File: src/hw/rv_isa_pkg.sv
package rv_isa_pkg;

   ////////////////////
   // major opcodes, instruction bits 6:2
   ////////////////////
   typedef enum logic [4:0] {
      OPC_OP_IMM = 5'b00100,
      OPC_AUIPC  = 5'b00101,
      OPC_STORE  = 5'b01000,
      OPC_OP     = 5'b01100,
      OPC_LUI    = 5'b01101,
      OPC_BRANCH = 5'b11000,
      OPC_JAL    = 5'b11011
   } rv_opcode_e;

   // funct3 for OP and OP_IMM
   localparam logic [2:0] F3_ADD  = 3'b000;
   localparam logic [2:0] F3_SLT  = 3'b010;
   localparam logic [2:0] F3_SLTU = 3'b011;
   localparam logic [2:0] F3_XOR  = 3'b100;
   localparam logic [2:0] F3_OR   = 3'b110;
   localparam logic [2:0] F3_AND  = 3'b111;

   // funct3 for BRANCH
   localparam logic [2:0] F3_BEQ  = 3'b000;
   localparam logic [2:0] F3_BNE  = 3'b001;
   localparam logic [2:0] F3_BLT  = 3'b100;
   localparam logic [2:0] F3_BGE  = 3'b101;
   localparam logic [2:0] F3_BLTU = 3'b110;
   localparam logic [2:0] F3_BGEU = 3'b111;

   // word store, the only store width kept
   localparam logic [2:0] F3_SW   = 3'b010;

   // field positions
   localparam int OPC_LSB = 2;
   localparam int RD_LSB  = 7;
   localparam int F3_LSB  = 12;
   localparam int RS1_LSB = 15;
   localparam int RS2_LSB = 20;
   localparam int SUB_BIT = 30;

endpackage

File: src/hw/serial_core_pkg.sv
package serial_core_pkg;

   // FETCH waits for the instruction, INIT and RUN are 32-cycle passes
   typedef enum logic [1:0] {
      FETCH,
      INIT,
      RUN,
      MEM
   } core_state_e;

   typedef enum logic [1:0] {
      RD_ADD,
      RD_LT,
      RD_BOOL
   } alu_rd_sel_e;

   typedef enum logic {
      OPB_IMM,
      OPB_RS2
   } op_b_src_e;

   // one bit of a serial adder, returns {carry, sum}
   function automatic logic [1:0] full_add(input logic a, input logic b, input logic c);
      return {(a & b) | (c & (a ^ b)), a ^ b ^ c};
   endfunction

endpackage

File: src/hw/core_ctrl_if.sv
`timescale 1ns/1ps

interface core_ctrl_if import serial_core_pkg::*; ();

   logic [4:0]  cnt;
   logic        cnt_en;
   logic        cnt_done;
   core_state_e state;

   logic [4:0]  rs1_addr;
   logic [4:0]  rs2_addr;
   logic [4:0]  rd_addr;
   logic        rd_en;

   logic        imm_bit;

   op_b_src_e   op_b_src;
   logic        alu_sub;
   logic [1:0]  alu_bool_op;
   alu_rd_sel_e alu_rd_sel;
   logic        alu_cmp_uns;
   logic        alu_cmp_neg;

   logic        pc_en;
   logic        jump;
   logic        utype;
   logic        lui;
   logic        jal;

   logic        store_en;
   logic        mem_go;

   modport dec (
      output cnt, cnt_en, cnt_done, state, rs1_addr, rs2_addr, rd_addr, rd_en, imm_bit,
             op_b_src, alu_sub, alu_bool_op, alu_rd_sel, alu_cmp_uns, alu_cmp_neg,
             pc_en, jump, utype, lui, jal, store_en, mem_go
   );

   modport alu (
      input cnt, cnt_en, cnt_done, op_b_src, alu_sub, alu_bool_op, alu_rd_sel,
            alu_cmp_uns, alu_cmp_neg
   );

   modport rf (input cnt, rs1_addr, rs2_addr, rd_addr, rd_en);

   modport pc (input cnt, state, pc_en, jump, imm_bit);

   modport mem (input state, store_en, mem_go);

endinterface

File: src/hw/core_decode.sv
`timescale 1ns/1ps

module core_decode import rv_isa_pkg::*; import serial_core_pkg::*; (
   input  logic        clk,
   input  logic        i_rst,
   input  logic        i_ibus_ack,
   input  logic [31:0] i_ibus_rdt,
   input  logic        i_alu_cmp,
   input  logic        i_mem_done,
   core_ctrl_if.dec    ctrl
);

   core_state_e state_r;
   logic [4:0]  cnt_r;
   logic        taken_r;

   rv_opcode_e  opcode;
   logic [2:0]  funct3;
   logic        sub_bit;
   logic [31:0] imm;

   logic fetch_ack, cnt_en, cnt_done;
   logic is_op, is_opimm, is_lui, is_auipc, is_jal, is_branch, is_store;
   logic slt_op, alu_ok;

   // slt, branches and word stores need a first pass
   function automatic logic two_pass(input logic [4:0] opc, input logic [2:0] f3);
      logic arith;
      arith = (opc == OPC_OP) || (opc == OPC_OP_IMM);
      return (arith && (f3 == F3_SLT || f3 == F3_SLTU)) || (opc == OPC_BRANCH) ||
             (opc == OPC_STORE && f3 == F3_SW);
   endfunction

   function automatic logic [31:0] build_imm(input logic [31:0] ins);
      case (ins[OPC_LSB +: 5])
         OPC_STORE:  return {{20{ins[31]}}, ins[31:25], ins[11:7]};
         OPC_BRANCH: return {{19{ins[31]}}, ins[31], ins[7], ins[30:25], ins[11:8], 1'b0};
         OPC_LUI,
         OPC_AUIPC:  return {ins[31:12], 12'd0};
         OPC_JAL:    return {{11{ins[31]}}, ins[31], ins[19:12], ins[20], ins[30:21], 1'b0};
         default:    return {{20{ins[31]}}, ins[31:20]};
      endcase
   endfunction

   assign fetch_ack = (state_r == FETCH) & i_ibus_ack;
   assign cnt_en    = (state_r == INIT) | (state_r == RUN);
   assign cnt_done  = cnt_en & (&cnt_r);

   ////////////////////
   // instruction fields
   ////////////////////
   always_ff @(posedge clk) begin
      if (fetch_ack) begin
         opcode        <= rv_opcode_e'(i_ibus_rdt[OPC_LSB +: 5]);
         funct3        <= i_ibus_rdt[F3_LSB +: 3];
         ctrl.rd_addr  <= i_ibus_rdt[RD_LSB +: 5];
         ctrl.rs1_addr <= i_ibus_rdt[RS1_LSB +: 5];
         ctrl.rs2_addr <= i_ibus_rdt[RS2_LSB +: 5];
         sub_bit       <= i_ibus_rdt[SUB_BIT];
         imm           <= build_imm(i_ibus_rdt);
      end else if (cnt_en) begin
         // lsb first, back in place after each pass
         imm <= {imm[0], imm[31:1]};
      end
   end

   ////////////////////
   // state machine and bit counter
   ////////////////////
   always_ff @(posedge clk) begin
      if (i_rst) begin
         state_r <= FETCH;
         cnt_r   <= 5'd0;
         taken_r <= 1'b0;
      end else begin
         if (cnt_en)
            cnt_r <= cnt_r + 5'd1;
         case (state_r)
            FETCH: begin
               if (i_ibus_ack) begin
                  taken_r <= 1'b0;
                  state_r <= two_pass(i_ibus_rdt[OPC_LSB +: 5], i_ibus_rdt[F3_LSB +: 3]) ?
                             INIT : RUN;
               end
            end
            INIT: begin
               if (cnt_done) begin
                  taken_r <= is_branch & i_alu_cmp;
                  state_r <= RUN;
               end
            end
            RUN: begin
               if (cnt_done)
                  state_r <= is_store ? MEM : FETCH;
            end
            MEM: begin
               if (i_mem_done)
                  state_r <= FETCH;
            end
            default: state_r <= FETCH;
         endcase
      end
   end

   ////////////////////
   // control decode
   ////////////////////
   assign is_op     = (opcode == OPC_OP);
   assign is_opimm  = (opcode == OPC_OP_IMM);
   assign is_lui    = (opcode == OPC_LUI);
   assign is_auipc  = (opcode == OPC_AUIPC);
   assign is_jal    = (opcode == OPC_JAL);
   assign is_branch = (opcode == OPC_BRANCH);
   assign is_store  = (opcode == OPC_STORE) & (funct3 == F3_SW);
   assign slt_op    = (is_op | is_opimm) & ((funct3 == F3_SLT) | (funct3 == F3_SLTU));
   // shifts fall through as no-ops
   assign alu_ok    = (is_op | is_opimm) & (funct3[1:0] != 2'b01);

   // for branches the result select picks the compare kind, eq or lt
   always_comb begin
      ctrl.alu_rd_sel  = RD_ADD;
      ctrl.alu_cmp_uns = 1'b0;
      ctrl.alu_cmp_neg = 1'b0;
      if (is_branch) begin
         case (funct3)
            F3_BNE:  ctrl.alu_cmp_neg = 1'b1;
            F3_BLT:  ctrl.alu_rd_sel  = RD_LT;
            F3_BGE: begin
               ctrl.alu_rd_sel  = RD_LT;
               ctrl.alu_cmp_neg = 1'b1;
            end
            F3_BLTU: begin
               ctrl.alu_rd_sel  = RD_LT;
               ctrl.alu_cmp_uns = 1'b1;
            end
            F3_BGEU: begin
               ctrl.alu_rd_sel  = RD_LT;
               ctrl.alu_cmp_uns = 1'b1;
               ctrl.alu_cmp_neg = 1'b1;
            end
            default: ctrl.alu_rd_sel = RD_ADD;
         endcase
      end else if (is_op | is_opimm) begin
         case (funct3)
            F3_SLT:  ctrl.alu_rd_sel = RD_LT;
            F3_SLTU: begin
               ctrl.alu_rd_sel  = RD_LT;
               ctrl.alu_cmp_uns = 1'b1;
            end
            F3_XOR, F3_OR, F3_AND: ctrl.alu_rd_sel = RD_BOOL;
            default: ctrl.alu_rd_sel = RD_ADD;
         endcase
      end
   end

   assign ctrl.cnt         = cnt_r;
   assign ctrl.cnt_en      = cnt_en;
   assign ctrl.cnt_done    = cnt_done;
   assign ctrl.state       = state_r;
   assign ctrl.rd_en       = (state_r == RUN) & (alu_ok | is_lui | is_auipc | is_jal);
   assign ctrl.imm_bit     = imm[0];
   assign ctrl.op_b_src    = (is_op | is_branch) ? OPB_RS2 : OPB_IMM;
   assign ctrl.alu_sub     = slt_op | is_branch | (is_op & (funct3 == F3_ADD) & sub_bit);
   assign ctrl.alu_bool_op = funct3[1:0];
   assign ctrl.pc_en       = (state_r == RUN);
   assign ctrl.jump        = is_jal | taken_r;
   assign ctrl.utype       = is_lui | is_auipc;
   assign ctrl.lui         = is_lui;
   assign ctrl.jal         = is_jal;
   assign ctrl.store_en    = is_store;
   assign ctrl.mem_go      = is_store & (state_r == RUN) & cnt_done;

endmodule

File: src/hw/core_alu.sv
`timescale 1ns/1ps

module core_alu import serial_core_pkg::*; (
   input  logic     clk,
   input  logic     i_rst,
   core_ctrl_if.alu ctrl,
   input  logic     i_rs1_bit,
   input  logic     i_rs2_bit,
   input  logic     i_imm_bit,
   output logic     o_rd_bit,
   output logic     o_cmp
);

   logic op_b, cin, sum, cout, bool_bit;
   logic carry_r, eq_r, lt_r;
   logic eq_now, lt_now;

   assign op_b = (ctrl.op_b_src == OPB_RS2) ? i_rs2_bit : i_imm_bit;

   // subtract is a + ~b + 1, the +1 enters as carry at bit 0
   assign cin = (ctrl.cnt == 5'd0) ? ctrl.alu_sub : carry_r;
   assign {cout, sum} = full_add(i_rs1_bit, op_b ^ ctrl.alu_sub, cin);

   always_comb begin
      case (ctrl.alu_bool_op)
         2'b11:   bool_bit = i_rs1_bit & op_b;
         2'b10:   bool_bit = i_rs1_bit | op_b;
         default: bool_bit = i_rs1_bit ^ op_b;
      endcase
   end

   // only valid on the last bit of a pass
   assign eq_now = ((ctrl.cnt == 5'd0) ? 1'b1 : eq_r) & ~(i_rs1_bit ^ op_b);
   assign lt_now = (!ctrl.alu_cmp_uns && (i_rs1_bit ^ op_b)) ? i_rs1_bit : ~cout;

   assign o_cmp = ctrl.alu_cmp_neg ^ ((ctrl.alu_rd_sel == RD_LT) ? lt_now : eq_now);

   always_ff @(posedge clk) begin
      if (i_rst) begin
         carry_r <= 1'b0;
         eq_r    <= 1'b0;
         lt_r    <= 1'b0;
      end else if (ctrl.cnt_en) begin
         carry_r <= cout;
         eq_r    <= eq_now;
         if (ctrl.cnt_done)
            lt_r <= lt_now;
      end
   end

   always_comb begin
      case (ctrl.alu_rd_sel)
         RD_LT:   o_rd_bit = (ctrl.cnt == 5'd0) & lt_r;
         RD_BOOL: o_rd_bit = bool_bit;
         default: o_rd_bit = sum;
      endcase
   end

endmodule

File: src/hw/core_regfile.sv
`timescale 1ns/1ps

module core_regfile (
   input  logic    clk,
   input  logic    i_rst,
   core_ctrl_if.rf ctrl,
   input  logic    i_rd_bit,
   output logic    o_rs1_bit,
   output logic    o_rs2_bit
);

   logic [31:0] regs [0:31];
   logic        wr_en;

   // x0 is never written and always reads zero
   assign o_rs1_bit = (ctrl.rs1_addr != 5'd0) & regs[ctrl.rs1_addr][ctrl.cnt];
   assign o_rs2_bit = (ctrl.rs2_addr != 5'd0) & regs[ctrl.rs2_addr][ctrl.cnt];

   assign wr_en = !i_rst && ctrl.rd_en && (ctrl.rd_addr != 5'd0);

   // one bit per cycle, lsb first
   always_ff @(posedge clk) begin
      if (wr_en)
         regs[ctrl.rd_addr][ctrl.cnt] <= i_rd_bit;
   end

endmodule

File: src/hw/core_pc.sv
`timescale 1ns/1ps

module core_pc import serial_core_pkg::*; #(
   parameter logic [31:0] RESET_PC = 32'h0000_0000
) (
   input  logic        clk,
   input  logic        i_rst,
   core_ctrl_if.pc     ctrl,
   input  logic        i_ibus_ack,
   output logic [31:0] o_ibus_adr,
   output logic        o_ibus_cyc,
   output logic        o_pc_bit,
   output logic        o_link_bit
);

   logic [31:0] pc_r;
   logic        pc_carry_r;
   logic        link_carry_r;
   logic        four_bit, add_b;
   logic        pc_sum, pc_cout;
   logic        link_cout;

   // constant 4 fed in serially
   assign four_bit = (ctrl.cnt == 5'd2);
   assign add_b    = ctrl.jump ? ctrl.imm_bit : four_bit;

   assign {pc_cout, pc_sum}       = full_add(pc_r[0], add_b, pc_carry_r);
   assign {link_cout, o_link_bit} = full_add(pc_r[0], four_bit, link_carry_r);

   always_ff @(posedge clk) begin
      if (i_rst) begin
         pc_r         <= RESET_PC;
         pc_carry_r   <= 1'b0;
         link_carry_r <= 1'b0;
      end else if ((ctrl.state == FETCH) && i_ibus_ack) begin
         // new instruction, the adders start from zero carry
         pc_carry_r   <= 1'b0;
         link_carry_r <= 1'b0;
      end else if (ctrl.pc_en) begin
         pc_r         <= {pc_sum, pc_r[31:1]};
         pc_carry_r   <= pc_cout;
         link_carry_r <= link_cout;
      end
   end

   // pc_r rotates during RUN, bit 0 is the current bit of the old pc
   assign o_pc_bit   = pc_r[0];
   assign o_ibus_adr = pc_r;
   assign o_ibus_cyc = (ctrl.state == FETCH);

endmodule

File: src/hw/core_store_buf.sv
`timescale 1ns/1ps

module core_store_buf import serial_core_pkg::*; (
   input  logic        clk,
   input  logic        i_rst,
   core_ctrl_if.mem    ctrl,
   input  logic        i_adr_bit,
   input  logic        i_dat_bit,
   input  logic        i_dbus_ack,
   output logic [31:0] o_dbus_adr,
   output logic [31:0] o_dbus_dat,
   output logic        o_dbus_we,
   output logic        o_dbus_cyc,
   output logic        o_mem_done
);

   logic [31:0] adr_r;
   logic [31:0] dat_r;
   logic        cyc_r;

   // address comes from the sum in INIT, data from rs2 in RUN
   always_ff @(posedge clk) begin
      if (ctrl.store_en && ctrl.state == INIT)
         adr_r <= {i_adr_bit, adr_r[31:1]};
      if (ctrl.store_en && ctrl.state == RUN)
         dat_r <= {i_dat_bit, dat_r[31:1]};
   end

   always_ff @(posedge clk) begin
      if (i_rst)
         cyc_r <= 1'b0;
      else if (ctrl.mem_go)
         cyc_r <= 1'b1;
      else if (o_mem_done)
         cyc_r <= 1'b0;
   end

   assign o_mem_done = cyc_r & i_dbus_ack;
   assign o_dbus_adr = adr_r;
   assign o_dbus_dat = dat_r;
   assign o_dbus_cyc = cyc_r;
   // stores are the only data bus cycles
   assign o_dbus_we  = cyc_r;

endmodule

File: src/hw/serial_core_top.sv
`timescale 1ns/1ps

module serial_core_top #(
   parameter logic [31:0] RESET_PC = 32'h0000_0000
) (
   input  logic        clk,
   input  logic        i_rst,
   // instruction bus
   output logic [31:0] o_ibus_adr,
   output logic        o_ibus_cyc,
   input  logic        i_ibus_ack,
   input  logic [31:0] i_ibus_rdt,
   // data bus
   output logic [31:0] o_dbus_adr,
   output logic [31:0] o_dbus_dat,
   output logic        o_dbus_we,
   output logic        o_dbus_cyc,
   input  logic        i_dbus_ack
);

   core_ctrl_if ctrl_if ();

   wire rs1_bit;
   wire rs2_bit;
   wire alu_rd_bit;
   wire alu_cmp;
   wire pc_bit;
   wire link_bit;
   wire mem_done;

   // operand a is the pc for auipc and zero for lui
   wire op_a_bit = ctrl_if.utype ? (pc_bit & ~ctrl_if.lui) : rs1_bit;
   wire rd_bit   = ctrl_if.jal ? link_bit : alu_rd_bit;

   core_decode decode_i (
      .clk        (clk),
      .i_rst      (i_rst),
      .i_ibus_ack (i_ibus_ack),
      .i_ibus_rdt (i_ibus_rdt),
      .i_alu_cmp  (alu_cmp),
      .i_mem_done (mem_done),
      .ctrl       (ctrl_if.dec)
   );

   core_alu alu_i (
      .clk       (clk),
      .i_rst     (i_rst),
      .ctrl      (ctrl_if.alu),
      .i_rs1_bit (op_a_bit),
      .i_rs2_bit (rs2_bit),
      .i_imm_bit (ctrl_if.imm_bit),
      .o_rd_bit  (alu_rd_bit),
      .o_cmp     (alu_cmp)
   );

   core_regfile rf_i (
      .clk       (clk),
      .i_rst     (i_rst),
      .ctrl      (ctrl_if.rf),
      .i_rd_bit  (rd_bit),
      .o_rs1_bit (rs1_bit),
      .o_rs2_bit (rs2_bit)
   );

   core_pc #(.RESET_PC(RESET_PC)) pc_i (
      .clk        (clk),
      .i_rst      (i_rst),
      .ctrl       (ctrl_if.pc),
      .i_ibus_ack (i_ibus_ack),
      .o_ibus_adr (o_ibus_adr),
      .o_ibus_cyc (o_ibus_cyc),
      .o_pc_bit   (pc_bit),
      .o_link_bit (link_bit)
   );

   core_store_buf store_i (
      .clk        (clk),
      .i_rst      (i_rst),
      .ctrl       (ctrl_if.mem),
      .i_adr_bit  (alu_rd_bit),
      .i_dat_bit  (rs2_bit),
      .i_dbus_ack (i_dbus_ack),
      .o_dbus_adr (o_dbus_adr),
      .o_dbus_dat (o_dbus_dat),
      .o_dbus_we  (o_dbus_we),
      .o_dbus_cyc (o_dbus_cyc),
      .o_mem_done (mem_done)
   );

endmodule

File: config.mk
export PLATFORM = sky130hd
export DESIGN_NAME = serial_core_top
export DESIGN_NICKNAME = d
export VERILOG_FILES = /design/src/hw/rv_isa_pkg.sv /design/src/hw/serial_core_pkg.sv /design/src/hw/core_ctrl_if.sv /design/src/hw/core_decode.sv /design/src/hw/core_alu.sv /design/src/hw/core_regfile.sv /design/src/hw/core_pc.sv /design/src/hw/core_store_buf.sv /design/src/hw/serial_core_top.sv
export SDC_FILE = /design/constraint.sdc
export NUM_CORES = 2
export LEC_CHECK = 0
export BUFFER_PORTS_ARGS = -buffer_cell sky130_fd_sc_hd__buf_2
export CORE_MARGIN = 2
export CORE_UTILIZATION = 63
export DETAILED_ROUTE_END_ITERATION = 10
export PLACE_DENSITY_LB_ADDON = 0.12
export RECOVER_POWER = 50
export SLEW_MARGIN = 15
export SYNTH_ARGS = -nofsm -noshare
export SYNTH_HDL_FRONTEND = slang
export SYNTH_SLANG_ARGS = --single-unit
File: constraint.sdc
create_clock -name clk -period 15.8 [get_ports clk]
set_clock_uncertainty 0.05 [all_clocks]
set_input_delay 0 -clock clk [delete_from_list [all_inputs] [get_ports clk]]
set_output_delay 0 -clock clk [all_outputs]
set_load 0.03 [all_outputs]
==> impl_metrics.env <==
export IMPL_cts_clk_slew_worst_paths_ns=0.06
export IMPL_synthAdderAreaFrac_pct=0.397
export IMPL_wl_per_cell_um=30.9
export IMPL_synth_simple_gate_area_share_pct=9.73
export IMPL_cp_end_kind="register"
export IMPL_cts_resized=0
export IMPL_fp_row_count=112
export IMPL_hpwl_mm=94.0
export IMPL_cap_violations=6
export IMPL_ys_types=70
export IMPL_setup_viol=0
export IMPL_setup_tns_final_ns=0
export IMPL_die_w_um=311
export IMPL_grt_overflow_total=0
export IMPL_fin_ws_ns=7.05
export IMPL_ir_drop_mv=0.327
export IMPL_port_buffer_count=132
export IMPL_synth_compound_area_share_pct=3.19
export IMPL_finalCritPeriodShare_pct=55.4
export IMPL_max_freq_mhz=114
export IMPL_fillers=6257
export IMPL_hp_class="in -> reg"
export IMPL_maxSlewHeadroom_pct=-64.2
export IMPL_drt_iter0_drc=5887
export IMPL_first_global_vias=37695
export IMPL_clk_path_buf_depth=3
export IMPL_leakagePower_nw=19.9
export IMPL_dp_cells=5162
export IMPL_groute_usage_overall_pct=35.2
export IMPL_synth_area_mm2=0.0592
export IMPL_ant_nets=0
export IMPL_rsz0062_at_grt="no"
export IMPL_dp_slack_ns=7.06
export IMPL_avgSynthCellArea_um2=14.6
export IMPL_grt_max_degree=259
export IMPL_core_mm2=0.0932
export IMPL_viasPerCell=7.03
export IMPL_antenna_found_initial=4
export IMPL_dr_pass1_iters=8
export IMPL_timing_hold_ws_ns=0.0852
export IMPL_outcome="finished, violations left"
export IMPL_clkSinkCount=1200
export IMPL_p_per_area_mw_per_mm2=157
export IMPL_gp_congestion=0.852
export IMPL_grt_pass1_wl_mm=247
export IMPL_reg2reg_slack_ns=7.05
export IMPL_hold_viol_final=0
export IMPL_synth_xor_area_share_pct=0.0740
export IMPL_clock_root_buffer="clkbuf_16"
export IMPL_maxSlewViolCount=250
export IMPL_drive_above_1_share_pct=21.0
export IMPL_dr_total_vias=38412
export IMPL_critPathMaxFanout=163
export IMPL_violations="max-capacitance violations, max-slew violations"
export IMPL_syn_inst=4056
export IMPL_wl_mm=169
export IMPL_area_growth_pct=10.0
export IMPL_crit_type="reg -> reg"
export IMPL_required_ns=16.14
export IMPL_crit_arrival_ns=9.09
export IMPL_synth_ff_latch_count=1200
export IMPL_synth_ff_type="edfxtp_1"
export IMPL_tightestPinTransition_ns=2.46
export IMPL_synth_edf_count=1144
export IMPL_final_util_pct=69.9
export IMPL_fin_nets=4153
export IMPL_synth_mux_area_share_pct=23.4
export IMPL_cts_tree="done"
export IMPL_final_min_clock_period_ns=8.75
export IMPL_htree_levels=4
export IMPL_synth_warnings=0
export IMPL_dieArea_mm2=0.0964
export IMPL_cp_endpoint="rf_i.regs[17][18]"
export IMPL_yosysSeqAreaShare_pct=59.9
export IMPL_boundaryPins=135
export IMPL_worstSkewPairLatency_ns=0.75
export IMPL_worstSetupStartpointType="register"
export IMPL_initial_core_util_pct=63.5
export IMPL_async_reset_ff_share_pct=0
export IMPL_die_h_um=311
export IMPL_reg2reg_depth=17
export IMPL_drc=0
export IMPL_stdcell_count=5461
export IMPL_r2r_end="rf_i.regs[17][18]"
export IMPL_synth_top_family_by_area="multiplexers"
export IMPL_cts_buffers=131
stage by stage:
step           instance area, um^2  power [W]
6_report                     65100     0.0103
5_1_grt                      65100     0.0106
4_1_cts                      65300     0.0102
3_5_place_dp                 60600    0.00728
3_3_place_gp                 60600    0.00723
2_1_floorplan                59300    0.00681
routing by layer:
metal  global-route usage [%]  part of all wire (%)  vias up
met1                     49.0                    36    19661
li1                         -                     -    15583
met3                     7.08                    12      526
met2                     54.9                    47     2636
met5                        0                 0.033        -
met4                     15.9                   4.9        6
area by class of cell:
| class | instances | area (um^2) | area share [%] |
|---|---|---|---|
| Sequential cell | 1200 | 35500 | 54.5 |
| Multi-Input combinational cell | 2461 | 22000 | 33.8 |
| Tap cell | 1254 | 1570 | 2.41 |
| Clock buffer | 169 | 3540 | 5.44 |
| Antenna cell | 2 | 5.00 | 0.00769 |
| Timing Repair Buffer | 277 | 1800 | 2.77 |
| Inverter | 29 | 109 | 0.167 |
| Clock inverter | 69 | 557 | 0.855 |
timing repair:
item,CTS,global route
hold endpoints to repair,112,0
hold buffers,59,0
setup buffers,0,0
placed cells by master, fill, tap and decap left out, types with 8 or more instances in the layout:
master	count
and2_1	11
o21ai_1	11
nor2_1	1068
buf_2	9
a21oi_1	51
mux4_2	552
a2111oi_0	8
mux2i_1	141
a22o_1	14
clkinv_2	25
a221oi_1	19
dfxtp_1	46
edfxtp_1	1144
and3_1	13
clkbuf_16	134
inv_6	9
dlygate4sd3_1	59
nand4_1	10
conb_1	32
ha_1	14
nand2_1	189
clkinv_1	27
nor3_1	17
a22oi_1	56
o21ai_0	46
nand2_2	29
inv_1	24
a31oi_1	14
a32oi_1	10
nor2b_1	21
nand3_1	26
buf_4	76
clkbuf_1	156
worst min path at each step:
stage	startpoint	to	slack [ns]	depth (start not counted)
2_1_floorplan	i_ibus_rdt[7]	decode_i.ctrl.rd_addr[0]	0.05	0
3_3_place_gp	i_ibus_rdt[30]	decode_i.sub_bit	0.17	1
3_5_place_dp	i_ibus_rdt[9]	decode_i.ctrl.rd_addr[2]	0.17	1
4_1_cts	i_ibus_rdt[20]	register	0.008	4
5_1_grt	i_ibus_rdt[31]	decode_i.imm[31]	0.1	4
6_report	i_ibus_rdt[20]	register	0.09	4
report_power, final:
part | internal [W] | switching, W | total, W
Sequential | 0.00473 | 0.0000869 | 0.00482
Combinational | 0.000744 | 0.00173 | 0.00248
Clock | 0.00170 | 0.00126 | 0.00296
Total | 0.00717 | 0.00308 | 0.0103
cell families (layout without fill, tap and decap cells):
kind of cell	count (synthesis)	after routing
buffers and inverters	426	544
XOR/XNOR	5	5
AND/OR/NAND/NOR	1437	1437
flip-flops	1200	1200
adder cells (fa/ha/maj)	17	17
other	1	34
AO/OA/AOI/OAI	275	275
multiplexers	695	695
critical path, stage by stage (launching register included):
cell      delay, ns
dfxtp_4        0.73
buf_12         0.60
buf_4          0.77
buf_4          0.64
mux4_2         0.58
mux4_2         0.48
a22o_1         0.27
o21ai_0        0.48
o21ai_1        0.19
a22oi_2        0.16
o211ai_1       0.36
o21ai_2        0.19
mux2_4         0.19
xor2_1         0.09
fa_1           0.52
a21o_1         0.16
mux2_8         0.73
buf_4          0.86
registers in the layout, indices dropped and copies added (netlist names), 2 cells and up, named ones only:
register / cells
decode_i.ctrl.rs1_addr: 5
decode_i.opcode: 5
rf_i.regs: 1024
pc_i.o_ibus_adr: 32
decode_i.imm: 32
decode_i.ctrl.rs2_addr: 5
decode_i.ctrl.state: 2
decode_i.ctrl.cnt: 5
decode_i.funct3: 3
store_i.o_dbus_adr: 32
decode_i.ctrl.rd_addr: 5
store_i.o_dbus_dat: 32
synthesized netlist by cell type (5+ instances only):
cell type	number	area share [%]
and3_1	13	0.14
ha_1	14	0.30
dfxtp_1	56	1.9
nor3b_1	7	0.089
a32oi_1	10	0.15
o21ai_0	46	0.39
buf_1	15	0.095
mux4_2	552	21
a21oi_1	51	0.43
a22oi_1	56	0.71
nand3b_1	5	0.063
nor4_1	7	0.074
o21ai_1	11	0.093
a22o_1	14	0.21
buf_6	23	0.44
nor3_1	18	0.15
buf_2	46	0.39
clkbuf_1	288	1.8
a2111oi_0	8	0.12
o211ai_1	6	0.076
buf_4	25	0.32
a221oi_1	19	0.28
edfxtp_1	1144	58
nor2_1	1068	6.8
a31oi_1	14	0.15
nand3_1	26	0.22
nand2b_1	7	0.074
and2_1	18	0.19
nand4_1	10	0.11
nand2_1	220	1.4
inv_1	24	0.15
nor2b_1	21	0.22
mux2i_1	141	2.4
Note: power is estimated with default switching activity, not from simulation.
